--- src/common/lc3b_params.svh ---
`ifndef LC3B_PARAMS_SVH
`define LC3B_PARAMS_SVH

// PC value loaded by reset, first instruction fetch address
`define LC3B_RESET_PC 16'h0000

// Architectural register count
`define LC3B_NUM_REGS 8

// Data and address width
`define LC3B_WORD_WIDTH 16

`endif

--- src/common/lc3b_pkg.sv ---
`default_nettype none

`include "lc3b_params.svh"

package lc3b_pkg;

    // Data and address word
    typedef logic [`LC3B_WORD_WIDTH-1:0] lc3b_word;

    // Register file index, sized from the register count
    typedef logic [$clog2(`LC3B_NUM_REGS)-1:0] lc3b_reg;

    // Byte enables for the memory bus, bit 1 is the high byte
    typedef logic [1:0] lc3b_mem_wmask;

    // Opcodes of the supported subset at their LC-3b encodings
    // Other encodings decode as a no-op
    typedef enum logic [3:0] {
        op_br  = 4'b0000,
        op_add = 4'b0001,
        op_and = 4'b0101,
        op_ldr = 4'b0110,
        op_str = 4'b0111,
        op_not = 4'b1001
    } lc3b_opcode;

    // ALU functions
    typedef enum logic [1:0] {
        alu_add,
        alu_and,
        alu_not,
        alu_pass   // first operand straight through
    } lc3b_aluop;

endpackage

`default_nettype wire

--- src/control/control.sv ---
`timescale 1ns/1ps
`default_nettype none

module control (
    input  logic                    clk,
    input  logic                    rst_n,
    input  lc3b_pkg::lc3b_opcode    opcode,
    input  logic                    branch_enable,
    input  logic                    mem_resp,
    output logic                    load_pc,
    output logic                    load_ir,
    output logic                    load_regfile,
    output logic                    load_mar,
    output logic                    load_mdr,
    output logic                    load_cc,
    output logic                    pcmux_sel,
    output logic                    storemux_sel,
    output logic                    alumux_sel,
    output logic                    regfilemux_sel,
    output logic                    marmux_sel,
    output logic                    mdrmux_sel,
    output lc3b_pkg::lc3b_aluop     aluop,
    output logic                    mem_read,
    output logic                    mem_write,
    output lc3b_pkg::lc3b_mem_wmask mem_byte_enable
);

    typedef enum logic [3:0] {
        fetch1,
        fetch2,
        fetch3,
        decode,
        s_add,
        s_and,
        s_not,
        br,
        br_taken,
        calc_addr,
        ldr1,
        ldr2,
        str1,
        str2
    } state_t;

    state_t state;
    state_t next_state;

    // Datapath controls, defaults first and overridden per state
    always_comb begin : state_actions
        load_pc         = 1'b0;
        load_ir         = 1'b0;
        load_regfile    = 1'b0;
        load_mar        = 1'b0;
        load_mdr        = 1'b0;
        load_cc         = 1'b0;
        pcmux_sel       = 1'b0;
        storemux_sel    = 1'b0;
        alumux_sel      = 1'b0;
        regfilemux_sel  = 1'b0;
        marmux_sel      = 1'b0;
        mdrmux_sel      = 1'b0;
        aluop           = lc3b_pkg::alu_add;
        mem_read        = 1'b0;
        mem_write       = 1'b0;
        mem_byte_enable = 2'b11;

        case (state)
            fetch1: begin
                // MAR <= PC and PC <= PC + 2
                marmux_sel = 1'b1;
                load_mar   = 1'b1;
                load_pc    = 1'b1;
            end
            fetch2, ldr1: begin
                // Hold the read until the memory answers
                mem_read   = 1'b1;
                mdrmux_sel = 1'b1;
                load_mdr   = mem_resp;
            end
            fetch3: begin
                load_ir = 1'b1;
            end
            s_add, s_and, s_not: begin
                if (state == s_add) begin
                    aluop = lc3b_pkg::alu_add;
                end else if (state == s_and) begin
                    aluop = lc3b_pkg::alu_and;
                end else begin
                    aluop = lc3b_pkg::alu_not;
                end
                load_regfile = 1'b1;
                load_cc      = 1'b1;
            end
            br_taken: begin
                pcmux_sel = 1'b1;
                load_pc   = 1'b1;
            end
            calc_addr: begin
                // Base register plus scaled offset6
                alumux_sel = 1'b1;
                load_mar   = 1'b1;
            end
            ldr2: begin
                regfilemux_sel = 1'b1;
                load_regfile   = 1'b1;
                load_cc        = 1'b1;
            end
            str1: begin
                // Source register into MDR through the ALU
                storemux_sel = 1'b1;
                aluop        = lc3b_pkg::alu_pass;
                load_mdr     = 1'b1;
            end
            str2: begin
                mem_write = 1'b1;
            end
            default: begin
            end
        endcase
    end

    always_comb begin : next_state_logic
        next_state = state;
        case (state)
            fetch1:    next_state = fetch2;
            fetch2:    next_state = mem_resp ? fetch3 : fetch2;
            fetch3:    next_state = decode;
            decode: begin
                case (opcode)
                    lc3b_pkg::op_add: next_state = s_add;
                    lc3b_pkg::op_and: next_state = s_and;
                    lc3b_pkg::op_not: next_state = s_not;
                    lc3b_pkg::op_br:  next_state = br;
                    lc3b_pkg::op_ldr: next_state = calc_addr;
                    lc3b_pkg::op_str: next_state = calc_addr;
                    default:          next_state = fetch1;
                endcase
            end
            br:        next_state = branch_enable ? br_taken : fetch1;
            calc_addr: next_state = (opcode == lc3b_pkg::op_ldr) ? ldr1 : str1;
            ldr1:      next_state = mem_resp ? ldr2 : ldr1;
            str1:      next_state = str2;
            str2:      next_state = mem_resp ? fetch1 : str2;
            // Single-cycle execute states all end the instruction
            default:   next_state = fetch1;
        endcase
    end

    always_ff @(posedge clk) begin
        if (!rst_n) begin
            state <= fetch1;
        end else begin
            state <= next_state;
        end
    end

endmodule

`default_nettype wire

--- src/datapath/datapath.sv ---
`timescale 1ns/1ps
`default_nettype none

`include "lc3b_params.svh"

module datapath (
    input  logic                 clk,
    input  logic                 rst_n,
    input  logic                 load_pc,
    input  logic                 load_ir,
    input  logic                 load_regfile,
    input  logic                 load_mar,
    input  logic                 load_mdr,
    input  logic                 load_cc,
    input  logic                 pcmux_sel,
    input  logic                 storemux_sel,
    input  logic                 alumux_sel,
    input  logic                 regfilemux_sel,
    input  logic                 marmux_sel,
    input  logic                 mdrmux_sel,
    input  lc3b_pkg::lc3b_aluop  aluop,
    input  lc3b_pkg::lc3b_word   mem_rdata,
    output lc3b_pkg::lc3b_opcode opcode,
    output logic                 branch_enable,
    output lc3b_pkg::lc3b_word   mem_address,
    output lc3b_pkg::lc3b_word   mem_wdata
);

    lc3b_pkg::lc3b_word pc;
    lc3b_pkg::lc3b_word ir;
    lc3b_pkg::lc3b_word mar;
    lc3b_pkg::lc3b_word mdr;
    logic [2:0]         cc;
    logic [2:0]         cc_next;

    lc3b_pkg::lc3b_word pc_plus2;
    lc3b_pkg::lc3b_word adj9;
    lc3b_pkg::lc3b_word adj6;
    lc3b_pkg::lc3b_word pcmux_out;
    lc3b_pkg::lc3b_word marmux_out;
    lc3b_pkg::lc3b_word mdrmux_out;
    lc3b_pkg::lc3b_word regfile_in;
    lc3b_pkg::lc3b_word reg_a;
    lc3b_pkg::lc3b_word reg_b;
    lc3b_pkg::lc3b_word alu_b;
    lc3b_pkg::lc3b_word alu_out;
    lc3b_pkg::lc3b_reg  src_a;

    assign opcode      = lc3b_pkg::lc3b_opcode'(ir[15:12]);
    assign mem_address = mar;
    assign mem_wdata   = mdr;

    // Word-scaled offsets
    assign adj9 = {{6{ir[8]}}, ir[8:0], 1'b0};
    assign adj6 = {{9{ir[5]}}, ir[5:0], 1'b0};

    // PC already holds PC + 2 when a branch is taken
    assign pc_plus2  = pc + 16'd2;
    assign pcmux_out = pcmux_sel ? (pc + adj9) : pc_plus2;

    // STR reads its source from IR[11:9] in the same port as SR1
    assign src_a = storemux_sel ? ir[11:9] : ir[8:6];
    assign alu_b = alumux_sel ? adj6 : reg_b;

    always_comb begin
        case (aluop)
            lc3b_pkg::alu_add: alu_out = reg_a + alu_b;
            lc3b_pkg::alu_and: alu_out = reg_a & alu_b;
            lc3b_pkg::alu_not: alu_out = ~reg_a;
            default:           alu_out = reg_a;
        endcase
    end

    assign marmux_out = marmux_sel ? pc : alu_out;
    assign mdrmux_out = mdrmux_sel ? mem_rdata : alu_out;
    assign regfile_in = regfilemux_sel ? mdr : alu_out;

    // nzp of the value being written back
    always_comb begin
        if (regfile_in[15]) begin
            cc_next = 3'b100;
        end else if (regfile_in == '0) begin
            cc_next = 3'b010;
        end else begin
            cc_next = 3'b001;
        end
    end

    assign branch_enable = |(ir[11:9] & cc);

    always_ff @(posedge clk) begin
        if (!rst_n) begin
            pc <= `LC3B_RESET_PC;
            ir <= '0;
            cc <= 3'b010;
        end else begin
            if (load_pc) begin
                pc <= pcmux_out;
            end
            if (load_ir) begin
                ir <= mdr;
            end
            if (load_cc) begin
                cc <= cc_next;
            end
        end
    end

    always_ff @(posedge clk) begin
        if (load_mar) begin
            mar <= marmux_out;
        end
        if (load_mdr) begin
            mdr <= mdrmux_out;
        end
    end

    regfile i_regfile (
        .clk          (clk),
        .rst_n        (rst_n),
        .load_regfile (load_regfile),
        .src_a        (src_a),
        .src_b        (ir[2:0]),
        .dest         (ir[11:9]),
        .in           (regfile_in),
        .reg_a        (reg_a),
        .reg_b        (reg_b)
    );

endmodule

`default_nettype wire

--- src/hdl/lc3b_cpu.sv ---
`timescale 1ns/1ps
`default_nettype none

module lc3b_cpu (
    input  logic                    clk,
    input  logic                    rst_n,
    input  lc3b_pkg::lc3b_word      mem_rdata,
    input  logic                    mem_resp,
    output lc3b_pkg::lc3b_word      mem_address,
    output lc3b_pkg::lc3b_word      mem_wdata,
    output logic                    mem_read,
    output logic                    mem_write,
    output lc3b_pkg::lc3b_mem_wmask mem_byte_enable
);

    // Control to datapath
    logic load_pc;
    logic load_ir;
    logic load_regfile;
    logic load_mar;
    logic load_mdr;
    logic load_cc;
    logic pcmux_sel;
    logic storemux_sel;
    logic alumux_sel;
    logic regfilemux_sel;
    logic marmux_sel;
    logic mdrmux_sel;
    lc3b_pkg::lc3b_aluop aluop;

    // Datapath to control
    lc3b_pkg::lc3b_opcode opcode;
    logic                 branch_enable;

    // Port names match the nets above one to one
    control i_control (.*);

    datapath i_datapath (.*);

endmodule

`default_nettype wire

--- src/hdl/regfile.sv ---
`timescale 1ns/1ps
`default_nettype none

`include "lc3b_params.svh"

module regfile (
    input  logic               clk,
    input  logic               rst_n,
    input  logic               load_regfile,
    input  lc3b_pkg::lc3b_reg  src_a,
    input  lc3b_pkg::lc3b_reg  src_b,
    input  lc3b_pkg::lc3b_reg  dest,
    input  lc3b_pkg::lc3b_word in,
    output lc3b_pkg::lc3b_word reg_a,
    output lc3b_pkg::lc3b_word reg_b
);

    lc3b_pkg::lc3b_word regs [`LC3B_NUM_REGS];

    always_ff @(posedge clk) begin
        if (!rst_n) begin
            for (int i = 0; i < `LC3B_NUM_REGS; i++) begin
                regs[i] <= '0;
            end
        end else if (load_regfile) begin
            regs[dest] <= in;
        end
    end

    // Combinational reads, a write shows up after the edge
    assign reg_a = regs[src_a];
    assign reg_b = regs[src_b];

endmodule

`default_nettype wire

--- config.mk ---
export PLATFORM = sky130hd
export DESIGN_NAME = lc3b_cpu
export DESIGN_NICKNAME = d
export VERILOG_FILES = /design/src/common/lc3b_pkg.sv /design/src/control/control.sv /design/src/datapath/datapath.sv /design/src/hdl/lc3b_cpu.sv /design/src/hdl/regfile.sv
export VERILOG_INCLUDE_DIRS = /design/src /design/src/common
export SDC_FILE = /design/constraint.sdc
export NUM_CORES = 1
export LEC_CHECK = 0
export BUFFER_PORTS_ARGS = -buffer_cell sky130_fd_sc_hd__buf_2
export CORE_ASPECT_RATIO = 1.4
export CORE_MARGIN = 2
export CORE_UTILIZATION = 50
export DETAILED_ROUTE_END_ITERATION = 7
export GPL_TIMING_DRIVEN = 0
export PLACE_DENSITY = 0.67
export SKIP_LAST_GASP = 1
export SYNTH_ARGS = -nofsm -noshare
export SYNTH_HDL_FRONTEND = slang
export SYNTH_HIERARCHICAL = 1
export SYNTH_SLANG_ARGS = --single-unit
--- constraint.sdc ---
create_clock -name clk -period 6.25 [get_ports clk]
set_clock_uncertainty 0.15 [all_clocks]
set_input_delay 0 -clock clk [delete_from_list [all_inputs] [get_ports clk]]
set_output_delay 0 -clock clk [all_outputs]
set_load 0.01 [all_outputs]
Word-level counts from Yosys, hierarchy flattened
Memories as Yosys holds them, arrays and structs flattened. A register that Yosys moved wholly into a read port is not among the register bits.
Cells that the tools add are included.
Storage, ports and cells
  bits in registers: 71
  output and inout port bits: 36
  input port bits: 19
  memories: 1
  word-level logic and storage cells: 85
  memory bits (writable): 128
Memories
  i_datapath.i_regfile.regs: depth 8, bits a word 16, rd ports 2, clocked after Yosys merged registers in 1, wr ports 8, line regfile.sv:18  | lc3b_pkg::lc3b_word regs [`LC3B_NUM_REGS];
Cells by class
  reductions and logical operators: 12
  mux-type cells: 40
  equality and inequality tests: 20
  bitwise operators: 3
  add/sub/neg operators: 3
Operators by type and width (count)
  16-bit two-way mux: 6
  16-bit case mux with 3 select lines: 1
  4-bit case mux with 9 select lines: 1
  16-bit adder: 2
  4-bit by 3-bit == test with 1-bit output (second input constant): 7
  4-bit == test (second input constant): 7
  4-bit case mux with 5 select lines: 1
  3-bit two-way mux: 6
  1-bit two-way mux: 17
  16-bit by 2-bit adder with 16-bit output (second input constant): 1
  16-bit bitwise AND: 1
  16-bit logical NOT: 1
  16-bit NOT: 1
  16-bit OR reduction: 1
  4-bit by 1-bit == test with 1-bit output (second input constant): 2
  4-bit by 2-bit == test with 1-bit output (second input constant): 2
  4-bit logical NOT: 2
  2-bit two-way mux: 4
  4-bit two-way mux: 2
  2-bit OR reduction: 4
  3-bit OR reduction: 2
  2-bit case mux with 2 select lines: 1
  4-bit OR reduction: 1
  3-bit bitwise AND: 1
  other kinds (4): 4

Longest topological paths before layout
  word-level depth: 10
  mapped depth: 21
  depth with buffers taken out: 17

Hierarchy
Netlist, hierarchy kept.
By module, submodules not included
  regfile: cells an instance 430, sequential area each 3843.7 µm², area each 6875.3 µm², instances 1
  datapath: cells an instance 558, sequential area each 1641.6 µm², area each 4788.3 µm², instances 1
  control: cells an instance 85, sequential area each 80.1 µm², area each 574.3 µm², instances 1

Worst setup path before layout
Ideal clock, no wire load.
  kind: register -> register
  from: register i_control.state[0]
  to: register i_datapath.cc[0]
  setup slack: 1189 ps
  arrival: 4795 ps
  stages on the path, launching flop included: 21
  path buffers: 4
  setup time: 116 ps
  required time: 5984 ps
  cells stage by stage: dfxtp_1 -> clkbuf_1 -> buf_2 -> nor3_1 -> mux2_2 -> buf_6 -> buf_6 -> mux4_2 -> mux2_2 -> ha_1 -> inv_1 -> fa_1 -> nor2b_1 -> o21ai_0 -> or3b_1 -> a31oi_1 -> o21ai_0 -> or4_1 -> nor4b_2 -> nand4b_1 -> a41o_1
Between the ends
  word-level cells in the longest chain between the ends: 10
  elaborated cells between the ends (all ways): 29
  those cells by class: add/sub: 1; eq/ne: 8; mux: 13; bitwise: 2; reduce/logical: 4; memory: 1
Ends and longest elaborated chain
  from (decl): line control.sv:45  | state_t state;
  from (signal assigned): line control.sv:151  | state <= fetch1;
  from (signal assigned): line control.sv:153  | state <= next_state;
  4-bit == test: line control.sv:67  | case (state)
  1-bit two-way mux: line control.sv:67
  net storemux_sel: line lc3b_cpu.sv:24  | logic storemux_sel;
  3-bit two-way mux: line datapath.sv:62  | assign src_a = storemux_sel ? ir[11:9] : ir[8:6];
  net i_datapath.src_a[0]: line datapath.sv:47  | lc3b_pkg::lc3b_reg src_a;
  memory read 8 x 16 bit
  net i_datapath.reg_a[0]: line datapath.sv:43  | lc3b_pkg::lc3b_word reg_a;
  16-bit adder: line datapath.sv:67  | lc3b_pkg::alu_add: alu_out = reg_a + alu_b;
  16-bit case mux with 3 select lines: line datapath.sv:66  | case (aluop)
  16-bit two-way mux: line datapath.sv:76  | assign regfile_in = regfilemux_sel ? mdr : alu_out;
  net i_datapath.regfile_in[4]: line datapath.sv:42  | lc3b_pkg::lc3b_word regfile_in;
  16-bit logical NOT: line datapath.sv:82  | end else if (regfile_in == '0) begin
  2-bit two-way mux: line datapath.sv:82
  3-bit two-way mux: line datapath.sv:80  | if (regfile_in[15]) begin
  to (signal assigned): line datapath.sv:104  | cc <= cc_next;
  to (decl): line datapath.sv:33  | logic [2:0] cc;
The timed path passes the listed nets, and every way through them passes these cells.
A chain may end at the register's enable or synchronous reset.

==> flow_summary.ini <==
[sta]
slew_violations = 0
slew_headroom_pct = 29.69
finalCritPeriodShare_pct = 96.78
tightestPinTransition_ns = 1.047
hold_viol = 0
setup_viol = 0
tns_ns = 0
fmax_mhz = 165.3
min_period_ns = 6.048
postLayoutSetupSlackWorst_ns = 0.2015
rsz0062_at_grt = no

[layout]
drive_gt1_share_pct = 16.69
utilization_pct = 57.66
fin_nets = 1224
syn_to_final_growth_pct = 12.96
insertedDiodeCount = 0

[hold_path]
hold_start = mem_rdata[14]
holdPathStages = 4
hold_path.class = in2reg

[worst_setup_path]
crit_chain = buf_2 -> nand2_1 -> nor3_4 -> mux2_2 -> buf_6 -> buf_6 -> mux4_1 -> mux2_2 -> ha_1 -> a211oi_1 -> o21ai_0 -> nand4_1 -> and2_1 -> o221ai_1 -> xor2_1 -> o21ai_0 -> o21a_1 -> inv_1 -> clkinv_1 -> nor3_1
r2r_start = i_control/state[3]
reg2reg_depth = 20
crit_arrival_ns = 6.08
crit_type = reg2reg
cp-start-kind = flop
critPathMaxStageDelay_ns = 0.51
worst_ep_required_time_ns = 6.28
critPathSlowestCell = mux4_1
worstSetupEndpointType = flop
crit_start = i_control/state[3]
crit_fanout = 10

[global_route]
grt_start_max_net_pins = 20
overflow = 0
grt_pass1_wl_mm = 53.75
antenna_found_initial = 0
grt_pass1_vias = 9366
track_usage_pct = 28.21

[synthesis]
synth_cells = 1073
ys_seq_area_share_pct = 45.48
avgSynthCellArea_um2 = 11.41
synth_flop_cell = edfxtp_1
yosysUniqueCellTypes = 70
async_flop_share_pct = 0
synth-edff-count = 160
ys_ff_latch = 198
syn_area_um2 = 12240
synth_warnings = 6

[floorplanning]
die_y_um = 189.1
initial_core_util_pct = 51.04
dieArea_um2 = 25760
die_x_um = 136.2
core_um2 = 23980
rows = 67
ios = 55

[status]
status = completed

[place]
place_congestion = 0.9043
dp_hpwl_mm = 26.69
post-place-ws_ns = -0.3996
portBuffers = 52

[detailed_routing]
wl_per_cell_um = 23.60
route.detailed.drc = 0
totalWireLength_mm = 35.31
vias = 9435
viasPerCell = 6.307
ant_nets = 0
drt-pass1-iter-count = 5
first_iter_violations = 910

[cts]
cts_tree = done
htree_num_levels = 4
clk_pin_slew_ns = 0.08
cts.sinks = 198
cts_buffer_depth = 2
worstSkewPairLatency_ns = 0.45
cts_buffers = 17
clockRootBuffer = clkbuf_16

[run]
maxCapViolCount = 0

[power_and_ir_drop]
power_density_nw_per_um2 = 263.0
vdd_drop_max_v = 0.0002083
p_leak_nw = 4.988
## worst max-delay path, delay by kind of cell (launching register included)
kind            cells  cell delay [ns]
compound gates      5             1.61
mux                 3             1.24
simple gates        5             0.99
buf+inv             5             0.83
flops               1             0.48
fa+ha+maj           1             0.29
xor+xnor            1             0.17
## routing by layer
metal  GRT usage [%]  wire (um)  vias to the layer above
met4           13.62       1593                        0
met3           3.695       2066                       89
li1                -          -                     4324
met5               0          0                        -
met1           31.92      12640                     4599
met2           51.66      19010                      423
## sequential cells by signal (all words and copies together), names as in the netlist
signal                     count
i_datapath/cc                  3
i_datapath/mem_wdata          16
i_datapath/pc                 15
i_datapath/i_regfile/regs    128
i_datapath/ir                 16
i_control/state                4
i_datapath/mem_address        16
## cell usage after synthesis (4+ instances only)
library cell / number / area share, %
o31ai_1: 5 / 0.31
a21o_1: 8 / 0.49
nor3_1: 145 / 5.9
a31oi_1: 7 / 0.36
nand2b_1: 16 / 0.82
nand3_1: 16 / 0.65
or3_1: 7 / 0.36
buf_6: 11 / 1.0
clkbuf_1: 49 / 1.5
nor2_1: 52 / 1.6
and2_1: 9 / 0.46
mux4_2: 8 / 1.5
xor2_1: 8 / 0.57
mux4_1: 56 / 12
nand2_1: 73 / 2.2
a22oi_1: 5 / 0.31
ha_1: 30 / 3.1
o21a_1: 7 / 0.43
mux2_2: 46 / 4.2
o211ai_1: 7 / 0.43
inv_1: 26 / 0.80
buf_4: 8 / 0.49
mux2i_1: 41 / 3.4
nor2b_1: 9 / 0.46
nor4_1: 5 / 0.26
nand4_1: 5 / 0.26
buf_2: 5 / 0.20
dfxtp_1: 38 / 6.2
a211oi_1: 4 / 0.25
buf_1: 15 / 0.46
edfxtp_1: 160 / 39
xnor2_1: 11 / 0.79
a21oi_1: 29 / 1.2
clkinv_1: 17 / 0.52
o21ai_0: 81 / 3.3
## per-stage QoR
stage,power [mW],hold slack (ns),instance area [um2],cells
3_3_place_gp,2.539,0.1353,12890,1436
6_report,3.636,0.2290,13820,1496
2_1_floorplan,2.228,-0.02279,12240,1074
5_1_grt,3.789,0.2453,13820,1496
4_1_cts,3.639,0.2166,13820,1496
3_5_place_dp,2.565,0.1368,13060,1445
## report_power, final
part,internal [mW],switching (mW)
Clock,0.526,0.545
Sequential,1.53,0.0518
Combinational,0.345,0.633
Total,2.41,1.23
## kinds of logic (layout without fill, tap and decap cells)
kind of cell	count (synthesis)	count (layout)	share of synthesized area [%]
compound gates	176	176	8.803
xor+xnor	19	19	1.360
other cells	1	2	0.03064
simple gates	363	363	14.78
fa+ha+maj	32	32	3.394
buf+inv	133	245	5.071
flops	198	198	45.48
mux	151	151	21.08
## cells in the final DEF (no fill, tap or decap), drive strengths merged, types with 3 or more instances in the layout
cell type    instances
clkinv              20
a22oi                5
nor2b                9
inv                 36
nand2               73
xor2                 8
a21o                 8
nor4b                4
or2                  4
nand2b              16
o211ai               8
nand3b               3
buf                 99
a31oi                7
mux2i               41
dfxtp               38
or3                  7
or4                  3
a21oi               29
edfxtp             160
o31ai                5
o21ai               82
clkbuf              69
dlygate4sd3         19
nand3               16
nor4                 5
mux4                64
nand4                5
and2                 9
o21a                 7
a211oi               4
nor3               146
ha                  30
mux2                46
xnor2               11
nor2                52
and3                 3
## final cells by class
class / instances / area (um2)
Timing Repair Buffer: 80 / 585.6
Fill cell: 2064 / 10150
Sequential cell: 198 / 5565
Buffer: 90 / 461.7
Inverter: 43 / 161.4
Tap cell: 310 / 387.9
Clock buffer: 17 / 425.4
Clock inverter: 15 / 133.9
Multi-Input combinational cell: 743 / 6103
## repair_timing
action	in CTS	in global routing
endpoints found under the setup margin	43	16
hold endpoints to repair	24	0
gates resized for setup	3	4
hold buffers	19	0
setup buffers	0	0
## final timing paths
kind / end / slack (ns)
max: i_datapath/i_regfile/regs[3][15] / 0.20
max reg2reg: i_datapath/i_regfile/regs[3][15] / 0.20
min reg2reg: i_datapath/pc[15] / 0.33
min: i_datapath/mem_wdata[14] / 0.23
(Power assumes the default switching activity.)
